===== config.mk =====
export PLATFORM = sky130hd
export DESIGN_NAME = reservation_stations
export DESIGN_NICKNAME = d
export VERILOG_FILES = /design/src/logic/rv_types_pkg.sv /design/src/logic/rs_pkg.sv /design/src/logic/rs_priority_pick.sv /design/src/logic/rs_station.sv /design/src/logic/rs_dispatch_route.sv /design/src/logic/reservation_stations.sv
export VERILOG_INCLUDE_DIRS = /design/src /design/src/include
export SDC_FILE = /design/constraint.sdc
export NUM_CORES = 1
export LEC_CHECK = 0
export ABC_AREA = 1
export BUFFER_PORTS_ARGS = -buffer_cell sky130_fd_sc_hd__clkbuf_2
export CORE_MARGIN = 4
export CORE_UTILIZATION = 25
export CTS_CLUSTER_SIZE = 8
export DETAILED_ROUTE_END_ITERATION = 8
export SLEW_MARGIN = 0
export SYNTH_ARGS = -nofsm -noshare
export SYNTH_HDL_FRONTEND = slang
export SYNTH_SLANG_ARGS = --single-unit

===== constraint.sdc =====
create_clock -name clk -period 4.1 [get_ports clk]
set_input_delay 0.41 -clock clk [delete_from_list [all_inputs] [get_ports clk]]
set_output_delay 0.41 -clock clk [all_outputs]
set_load 0.02 [all_outputs]

===== src/include/rs_macros.svh =====
`ifndef RS_MACROS_SVH
`define RS_MACROS_SVH

// register and rob tag widths
`define PHYS_REG_W 6
`define ARCH_REG_W 5
`define ROB_IDX_W  6

// slot counts per station
`define ADD_RS_DEPTH 8
`define MUL_RS_DEPTH 4
`define DIV_RS_DEPTH 4

`endif


===== src/logic/rv_types_pkg.sv =====
`default_nettype none

`include "rs_macros.svh"

package rv_types_pkg;

    typedef logic [`PHYS_REG_W-1:0] phys_reg_t;  // renamed register tag
    typedef logic [`ARCH_REG_W-1:0] arch_reg_t;
    typedef logic [`ROB_IDX_W-1:0]  rob_idx_t;

    // alt bit (sub / sra) on top of funct3
    typedef logic [3:0] alu_op_t;

    // funct3[1:0] of the M-extension multiplies
    typedef enum logic [1:0] {
        MUL_MUL    = 2'd0,
        MUL_MULH   = 2'd1,
        MUL_MULHSU = 2'd2,
        MUL_MULHU  = 2'd3
    } mul_op_t;

    // funct3[1:0] of the M-extension divides
    typedef enum logic [1:0] {
        DIV_DIV  = 2'd0,
        DIV_DIVU = 2'd1,
        DIV_REM  = 2'd2,
        DIV_REMU = 2'd3
    } div_op_t;

endpackage

`default_nettype wire


===== src/logic/rs_pkg.sv =====
`default_nettype none

package rs_pkg;
    import rv_types_pkg::*;

    typedef enum logic [1:0] {
        UNIT_ADD = 2'd0,
        UNIT_MUL = 2'd1,
        UNIT_DIV = 2'd2
    } unit_t;

    // register fields carried from rename to issue, 29 bits
    typedef struct packed {
        phys_reg_t ps1;
        phys_reg_t ps2;
        phys_reg_t pd;
        arch_reg_t rd;
        rob_idx_t  rob;
    } reg_set_t;

    typedef struct packed {
        logic       m_ext;      // funct7 bit 0 on an OP instruction
        logic       alt;
        logic [2:0] funct3;
        logic       ps1_ready;
        logic       ps2_ready;
        reg_set_t   regs;
    } dispatch_t;

    // one result tag per cycle
    typedef struct packed {
        logic      valid;
        phys_reg_t tag;
    } cdb_t;

    typedef struct packed {
        reg_set_t regs;
        alu_op_t  op;
    } add_issue_t;

    typedef struct packed {
        reg_set_t regs;
        mul_op_t  op;
    } mul_issue_t;

    typedef struct packed {
        reg_set_t regs;
        div_op_t  op;
    } div_issue_t;

endpackage

`default_nettype wire


===== src/logic/rs_priority_pick.sv =====
`default_nettype none

module rs_priority_pick #(
    parameter int WIDTH = 4
) (
    input  logic [WIDTH-1:0]         bits,
    output logic                     found,
    output logic [$clog2(WIDTH)-1:0] index
);

    localparam int IDX_W = $clog2(WIDTH);

    // walk down from the top so the lowest set bit is written last
    always_comb
    begin
        found = 1'b0;
        index = '0;
        for (int i = WIDTH - 1; i >= 0; i--)
        begin
            if (bits[i])
            begin
                found = 1'b1;
                index = IDX_W'(i);
            end
        end
    end

endmodule

`default_nettype wire


===== src/logic/rs_station.sv =====
`default_nettype none

module rs_station
    import rs_pkg::*;
#(
    parameter int  DEPTH     = 4,
    parameter type payload_t = logic [1:0]
) (
    input  logic     clk,
    input  logic     rst,
    input  logic     insert,
    input  reg_set_t insert_regs,
    input  logic     insert_ready1,
    input  logic     insert_ready2,
    input  payload_t insert_op,
    input  cdb_t     cdb,
    input  logic     fu_busy,
    output logic     full,
    output logic     issue_valid,
    output reg_set_t issue_regs,
    output payload_t issue_op
);

    localparam int IDX_W = $clog2(DEPTH);

    // per-slot control bits
    logic [DEPTH-1:0] busy;
    logic [DEPTH-1:0] rdy1;
    logic [DEPTH-1:0] rdy2;

    // per-slot payload
    reg_set_t regs_q [DEPTH];
    payload_t op_q   [DEPTH];

    cdb_t cdb_q;  // broadcast seen one cycle late

    logic [IDX_W-1:0] free_slot;
    logic             ready_found;
    logic [IDX_W-1:0] ready_slot;

    logic             hold_q;       // unit stalled last cycle
    logic [IDX_W-1:0] hold_slot_q;
    logic [IDX_W-1:0] issue_slot;
    logic             issue_fire;

    rs_priority_pick #(.WIDTH(DEPTH)) free_pick_i (
        .bits  (~busy),
        .found (),
        .index (free_slot)
    );

    rs_priority_pick #(.WIDTH(DEPTH)) ready_pick_i (
        .bits  (busy & rdy1 & rdy2),
        .found (ready_found),
        .index (ready_slot)
    );

    // a stalled issue stays on its slot until the unit takes it
    assign issue_slot  = hold_q ? hold_slot_q : ready_slot;
    assign issue_valid = hold_q | ready_found;
    assign issue_regs  = regs_q[issue_slot];
    assign issue_op    = op_q[issue_slot];
    assign issue_fire  = issue_valid && !fu_busy;

    assign full = &busy;

    always_ff @(posedge clk)
    begin
        if (rst)
            cdb_q.valid <= 1'b0;
        else
            cdb_q.valid <= cdb.valid;
        cdb_q.tag <= cdb.tag;
    end

    always_ff @(posedge clk)
    begin
        if (rst)
        begin
            busy        <= '0;
            rdy1        <= '0;
            rdy2        <= '0;
            hold_q      <= 1'b0;
            hold_slot_q <= '0;
        end
        else
        begin
            for (int i = 0; i < DEPTH; i++)
            begin
                // only occupied slots listen to the bus
                if (cdb_q.valid && busy[i])
                begin
                    if (regs_q[i].ps1 == cdb_q.tag)
                        rdy1[i] <= 1'b1;
                    if (regs_q[i].ps2 == cdb_q.tag)
                        rdy2[i] <= 1'b1;
                end
            end

            if (insert)
            begin
                busy[free_slot] <= 1'b1;
                rdy1[free_slot] <= insert_ready1;
                rdy2[free_slot] <= insert_ready2;
            end

            if (issue_fire)
                busy[issue_slot] <= 1'b0;  // never the free slot

            hold_q      <= issue_valid && fu_busy;
            hold_slot_q <= issue_slot;
        end
    end

    always_ff @(posedge clk)
    begin
        if (insert)
        begin
            regs_q[free_slot] <= insert_regs;
            op_q[free_slot]   <= insert_op;
        end
    end

endmodule

`default_nettype wire


===== src/logic/rs_dispatch_route.sv =====
`default_nettype none

module rs_dispatch_route
    import rv_types_pkg::*, rs_pkg::*;
(
    input  logic      dispatch_valid,
    input  dispatch_t dispatch,
    input  logic      add_full,
    input  logic      mul_full,
    input  logic      div_full,
    output logic      dispatch_ready,
    output logic      add_insert,
    output logic      mul_insert,
    output logic      div_insert,
    output alu_op_t   add_op,
    output mul_op_t   mul_op,
    output div_op_t   div_op
);

    unit_t unit;
    logic  sel_full;
    logic  accept;

    // funct3[2] splits mul* from div/rem
    always_comb
    begin
        if (!dispatch.m_ext)
            unit = UNIT_ADD;
        else if (dispatch.funct3[2])
            unit = UNIT_DIV;
        else
            unit = UNIT_MUL;
    end

    always_comb
    begin
        case (unit)
            UNIT_MUL: sel_full = mul_full;
            UNIT_DIV: sel_full = div_full;
            default:  sel_full = add_full;
        endcase
    end

    assign dispatch_ready = !sel_full;  // only the target station matters
    assign accept         = dispatch_valid && dispatch_ready;

    assign add_insert = accept && (unit == UNIT_ADD);
    assign mul_insert = accept && (unit == UNIT_MUL);
    assign div_insert = accept && (unit == UNIT_DIV);

    assign add_op = {dispatch.alt, dispatch.funct3};
    assign mul_op = mul_op_t'(dispatch.funct3[1:0]);
    assign div_op = div_op_t'(dispatch.funct3[1:0]);

endmodule

`default_nettype wire


===== src/logic/reservation_stations.sv =====
`default_nettype none

`include "rs_macros.svh"

module reservation_stations
    import rv_types_pkg::*, rs_pkg::*;
(
    input  logic       clk,
    input  logic       rst,
    input  logic       dispatch_valid,
    input  dispatch_t  dispatch,
    output logic       dispatch_ready,
    input  cdb_t       cdb,
    input  logic       add_fu_busy,
    input  logic       mul_fu_busy,
    input  logic       div_fu_busy,
    output logic       add_issue_valid,
    output logic       mul_issue_valid,
    output logic       div_issue_valid,
    output add_issue_t add_issue,
    output mul_issue_t mul_issue,
    output div_issue_t div_issue,
    output logic       add_full,
    output logic       mul_full,
    output logic       div_full
);

    logic add_insert;
    logic mul_insert;
    logic div_insert;

    // narrowed ops from the router
    alu_op_t add_op;
    mul_op_t mul_op;
    div_op_t div_op;

    // station outputs before packing
    reg_set_t add_regs;
    reg_set_t mul_regs;
    reg_set_t div_regs;
    alu_op_t  add_issue_op;
    mul_op_t  mul_issue_op;
    div_op_t  div_issue_op;

    rs_dispatch_route route_i (
        .dispatch_valid (dispatch_valid),
        .dispatch       (dispatch),
        .add_full       (add_full),
        .mul_full       (mul_full),
        .div_full       (div_full),
        .dispatch_ready (dispatch_ready),
        .add_insert     (add_insert),
        .mul_insert     (mul_insert),
        .div_insert     (div_insert),
        .add_op         (add_op),
        .mul_op         (mul_op),
        .div_op         (div_op)
    );

    rs_station #(.DEPTH(`ADD_RS_DEPTH), .payload_t(alu_op_t)) add_rs_i (
        .clk (clk), .rst (rst),
        .insert (add_insert), .insert_regs (dispatch.regs),
        .insert_ready1 (dispatch.ps1_ready), .insert_ready2 (dispatch.ps2_ready),
        .insert_op (add_op), .cdb (cdb), .fu_busy (add_fu_busy), .full (add_full),
        .issue_valid (add_issue_valid), .issue_regs (add_regs), .issue_op (add_issue_op)
    );

    rs_station #(.DEPTH(`MUL_RS_DEPTH), .payload_t(mul_op_t)) mul_rs_i (
        .clk (clk), .rst (rst),
        .insert (mul_insert), .insert_regs (dispatch.regs),
        .insert_ready1 (dispatch.ps1_ready), .insert_ready2 (dispatch.ps2_ready),
        .insert_op (mul_op), .cdb (cdb), .fu_busy (mul_fu_busy), .full (mul_full),
        .issue_valid (mul_issue_valid), .issue_regs (mul_regs), .issue_op (mul_issue_op)
    );

    rs_station #(.DEPTH(`DIV_RS_DEPTH), .payload_t(div_op_t)) div_rs_i (
        .clk (clk), .rst (rst),
        .insert (div_insert), .insert_regs (dispatch.regs),
        .insert_ready1 (dispatch.ps1_ready), .insert_ready2 (dispatch.ps2_ready),
        .insert_op (div_op), .cdb (cdb), .fu_busy (div_fu_busy), .full (div_full),
        .issue_valid (div_issue_valid), .issue_regs (div_regs), .issue_op (div_issue_op)
    );

    assign add_issue = '{regs: add_regs, op: add_issue_op};
    assign mul_issue = '{regs: mul_regs, op: mul_issue_op};
    assign div_issue = '{regs: div_regs, op: div_issue_op};

endmodule

`default_nettype wire


==> metrics.yaml <==
worst_setup_path:
  reg2reg_from: "mul_rs_i.busy[0]"
  end_kind: "primary output"
  cp.required_ns: 3.69
  crit_arrival_ns: 3.18
  start_kind: "flip-flop"
  startpoint: "div_rs_i.busy[1]"
  worstSetupPathType: "reg2out"
  crit_path_end: "div_issue[21]"
  reg2reg_setup_slack_ns: 1.35
  crit_fanout: 17
  ff2ff_path_depth: 7
  r2r_end: "add_rs_i.regs_q[7][11]"
clock_tree:
  numCtsBuffers: 82
  clockBufferDepth: 3
  cts-resized-gates: 0
  cts_setup_buffers: 0
  path_clk_slew_ns: 0.05
  cts.htree.levels: 3
  cts_root_buf: "clkbuf_16"
  cts_sinks: 577
  clk_latency_ns: 0.62
  hold_buffers: 9
  cts_tree: "built"
logic_synthesis:
  async_reset_ff_frac: 0
  ys_types: 49
  synth_nets: 2561
  syn_avg_cell_area_um2: 10.3
  synth_top_area_frac: 0.593
  synth-seq-cells: 577
  synth_area_mm2: 0.0259
  synth_ff_type: "edfxtp_1"
  synth_area_leader_cell: "edfxtp_1"
  ys_top_cells_by_count: "nand2_1, edfxtp_1, inv_1, nand3_1, nor2_1"
  synthTopCellsByArea: "edfxtp_1, nand2_1, nand3_1"
  ys.warnings.count: 0
  synth-edff-count: 512
  synth.most_common_cell: "nand2_1"
  postSynthCellCount: 2512
  yosysSeqAreaShare: 0.643
layout:
  design_area_mm2: 0.0305
  syn2layout_area_growth_pct: 17.6
  layout-drive-gt1-share: 0.121
  fin_cells: 4080
  n_antenna_cell: 0
  final_net_count: 2721
  fin_util: 0.298
sta:
  setup-violations-final: 0
  finalCritPeriodShare: 0.875
  clock.fmax_mhz: 279
  grt_setup_unrepaired: "false"
  max_slew_margin: 0.250
  final.min_clock_period_ns: 3.59
  finalSetupTns_ns: 0
  tightest_slew_ns: 1.12
  final_max_slew_viol_count: 0
  hold_viol_final: 0
  fin_skew_ns: 0.0285
hold_path:
  hold_depth: 3
  holdCritPathClass: "in2reg"
global_routing:
  overflow: 0
  grt_util_all_layers: 0.141
  grt_pass1_wl_um: 115000
  grt_max_degree: 134
  antenna_found_initial: 5
  grt_pass1_vias: 18031
floorplan:
  dieArea_mm2: 0.109
  rows: 117
  start_util: 0.253
  fp.dieW_um: 330
  die_h_um: 330
  coreArea_mm2: 0.102
  ios: 151
power_and_ir_drop:
  vdd_drop_max_mv: 0.270
  internal_power_w: 0.0103
  swShare: 0.218
  power_frac_seq: 0.494
  powerDensity_mw_per_mm2: 432
  switching_power_w: 0.00287
  p_comb_frac: 0.041
  leakage_nw: 12.0
  power_frac_clock: 0.465
routing:
  dr_wl_met2_um: 36900
  highest_layer: "met5"
  vias: 18754
  totalWireLength_um: 78500
  vias_per_cell: 4.60
  drc: 0
  drt-pass1-iter-count: 5
  wl_met1_um: 33400
  wl_met3_um: 5020
  wl_per_cell_um: 19.3
  drt.antenna.violating_nets: 0
  drtIter0Drc: 1458
place:
  placed_cells: 3947
  io_buffers: 150
  post-dp-hpwl_um: 51700
  dpl-instance-area_mm2: 0.0281
  routabilityCongestion: 0.878
run_status:
  status: "finished clean"
flow_run:
  drv_cap: 0
-- cells by family (layout without fill, tap and decap cells) --
group | after synthesis | after routing | synth area share
simple gates | 1065 | 1065 | 0.180
xor+xnor | 83 | 83 | 0.0280
flops | 577 | 577 | 0.643
compound gates | 245 | 245 | 0.0617
buf+inv | 542 | 742 | 0.0870
-- registers in the layout, summed over array words and instances, names as in the netlist, 6 cells and up --
register         flops
add_rs_i.busy        8
add_rs_i.op_q       32
add_rs_i.rdy1        8
add_rs_i.rdy2        8
add_rs_i.regs_q    232
div_rs_i.cdb_q       6
div_rs_i.op_q        8
div_rs_i.regs_q    116
mul_rs_i.op_q        8
mul_rs_i.regs_q    116
-- layout by cell type (no fill, tap or decap), types with 5 or more instances in the layout --
cell | Yosys | routed
buf_4 | 6 | 34
dfxtp_1 | 65 | 64
a211oi_1 | 8 | 8
nor4_1 | 13 | 13
clkbuf_16 | 0 | 83
nor2_1 | 95 | 89
o21ai_0 | 44 | 44
o22ai_1 | 32 | 32
a22oi_1 | 31 | 31
a21oi_1 | 61 | 61
o2111ai_1 | 18 | 18
nor2_4 | 2 | 5
nand4_1 | 43 | 43
inv_2 | 11 | 18
xor2_1 | 35 | 35
nand2_1 | 561 | 560
edfxtp_1 | 512 | 512
nor2_2 | 2 | 5
inv_1 | 404 | 397
nand3_1 | 320 | 320
nor3_1 | 13 | 13
a221oi_1 | 14 | 14
o211ai_1 | 11 | 11
clkbuf_2 | 0 | 150
xnor2_1 | 48 | 48
dlygate4sd3_1 | 0 | 9
a31oi_1 | 7 | 7
clkbuf_1 | 46 | 35
-- power groups by stage --
| stage | Clock (W) | Sequential, W | Combinational, W |
|---|---|---|---|
| 6_report | 0.00612 | 0.00650 | 0.000541 |
| 5_1_grt | 0.00647 | 0.00650 | 0.000583 |
| 4_1_cts | 0.00623 | 0.00650 | 0.000548 |
| 3_5_place_dp | 0 | 0.00662 | 0.000539 |
| 3_3_place_gp | 0 | 0.00661 | 0.000535 |
| 2_1_floorplan | 0 | 0.00660 | 0.000270 |
-- worst min-delay path by stage --
| stage | start | to | slack (ns) |
|---|---|---|---|
| 2_1_floorplan | cdb[0] | div_rs_i.cdb_q[0] | 0.44 |
| 3_3_place_gp | div_rs_i.rdy1[0] | div_rs_i.rdy1[0] | 0.45 |
| 3_5_place_dp | div_rs_i.rdy1[0] | div_rs_i.rdy1[0] | 0.46 |
| 4_1_cts | mul_fu_busy | mul_rs_i.hold_q | 0.06 |
| 5_1_grt | mul_fu_busy | mul_rs_i.hold_q | 0.09 |
| 6_report | mul_fu_busy | mul_rs_i.hold_q | 0.07 |
-- area by class of cell --
| type | count | area, µm² |
|---|---|---|
| clock inverters | 6 | 82.6 |
| repair buffers | 197 | 1180 |
| clock buffers | 118 | 2210 |
| inverters | 421 | 1580 |
| multi-input cells | 1393 | 7030 |
| well taps | 1368 | 1710 |
| fillers | 10482 | 71900 |
| flip-flops and latches | 577 | 16700 |
-- routing by layer --
layer | vias up | track usage
li1 | 8794 | -
met1 | 9120 | 0.181
met2 | 669 | 0.230
met3 | 165 | 0.0283
met4 | 6 | 0.0610
met5 | - | 0
-- worst max-delay path, stage by stage (launching register included) --
cell	delay [ns]
dfxtp_1	0.45
nand3_1	0.16
nand2_1	0.12
inv_1	0.04
nand2_1	0.06
nand2_1	0.13
nor2_2	0.73
a22oi_1	0.21
o221ai_1	0.35
clkbuf_2	0.30
-- through the flow --
stage	hold WS, ns	total power [W]	setup slack, ns
floorplan	0.438	0.00687	0.918
global placement	0.449	0.00715	1.15
detailed placement	0.456	0.00716	1.13
CTS	0.0603	0.0133	0.497
global route	0.0945	0.0136	0.283
finish	0.0689	0.0132	0.512
Note: power is estimated with default switching activity, not from simulation.
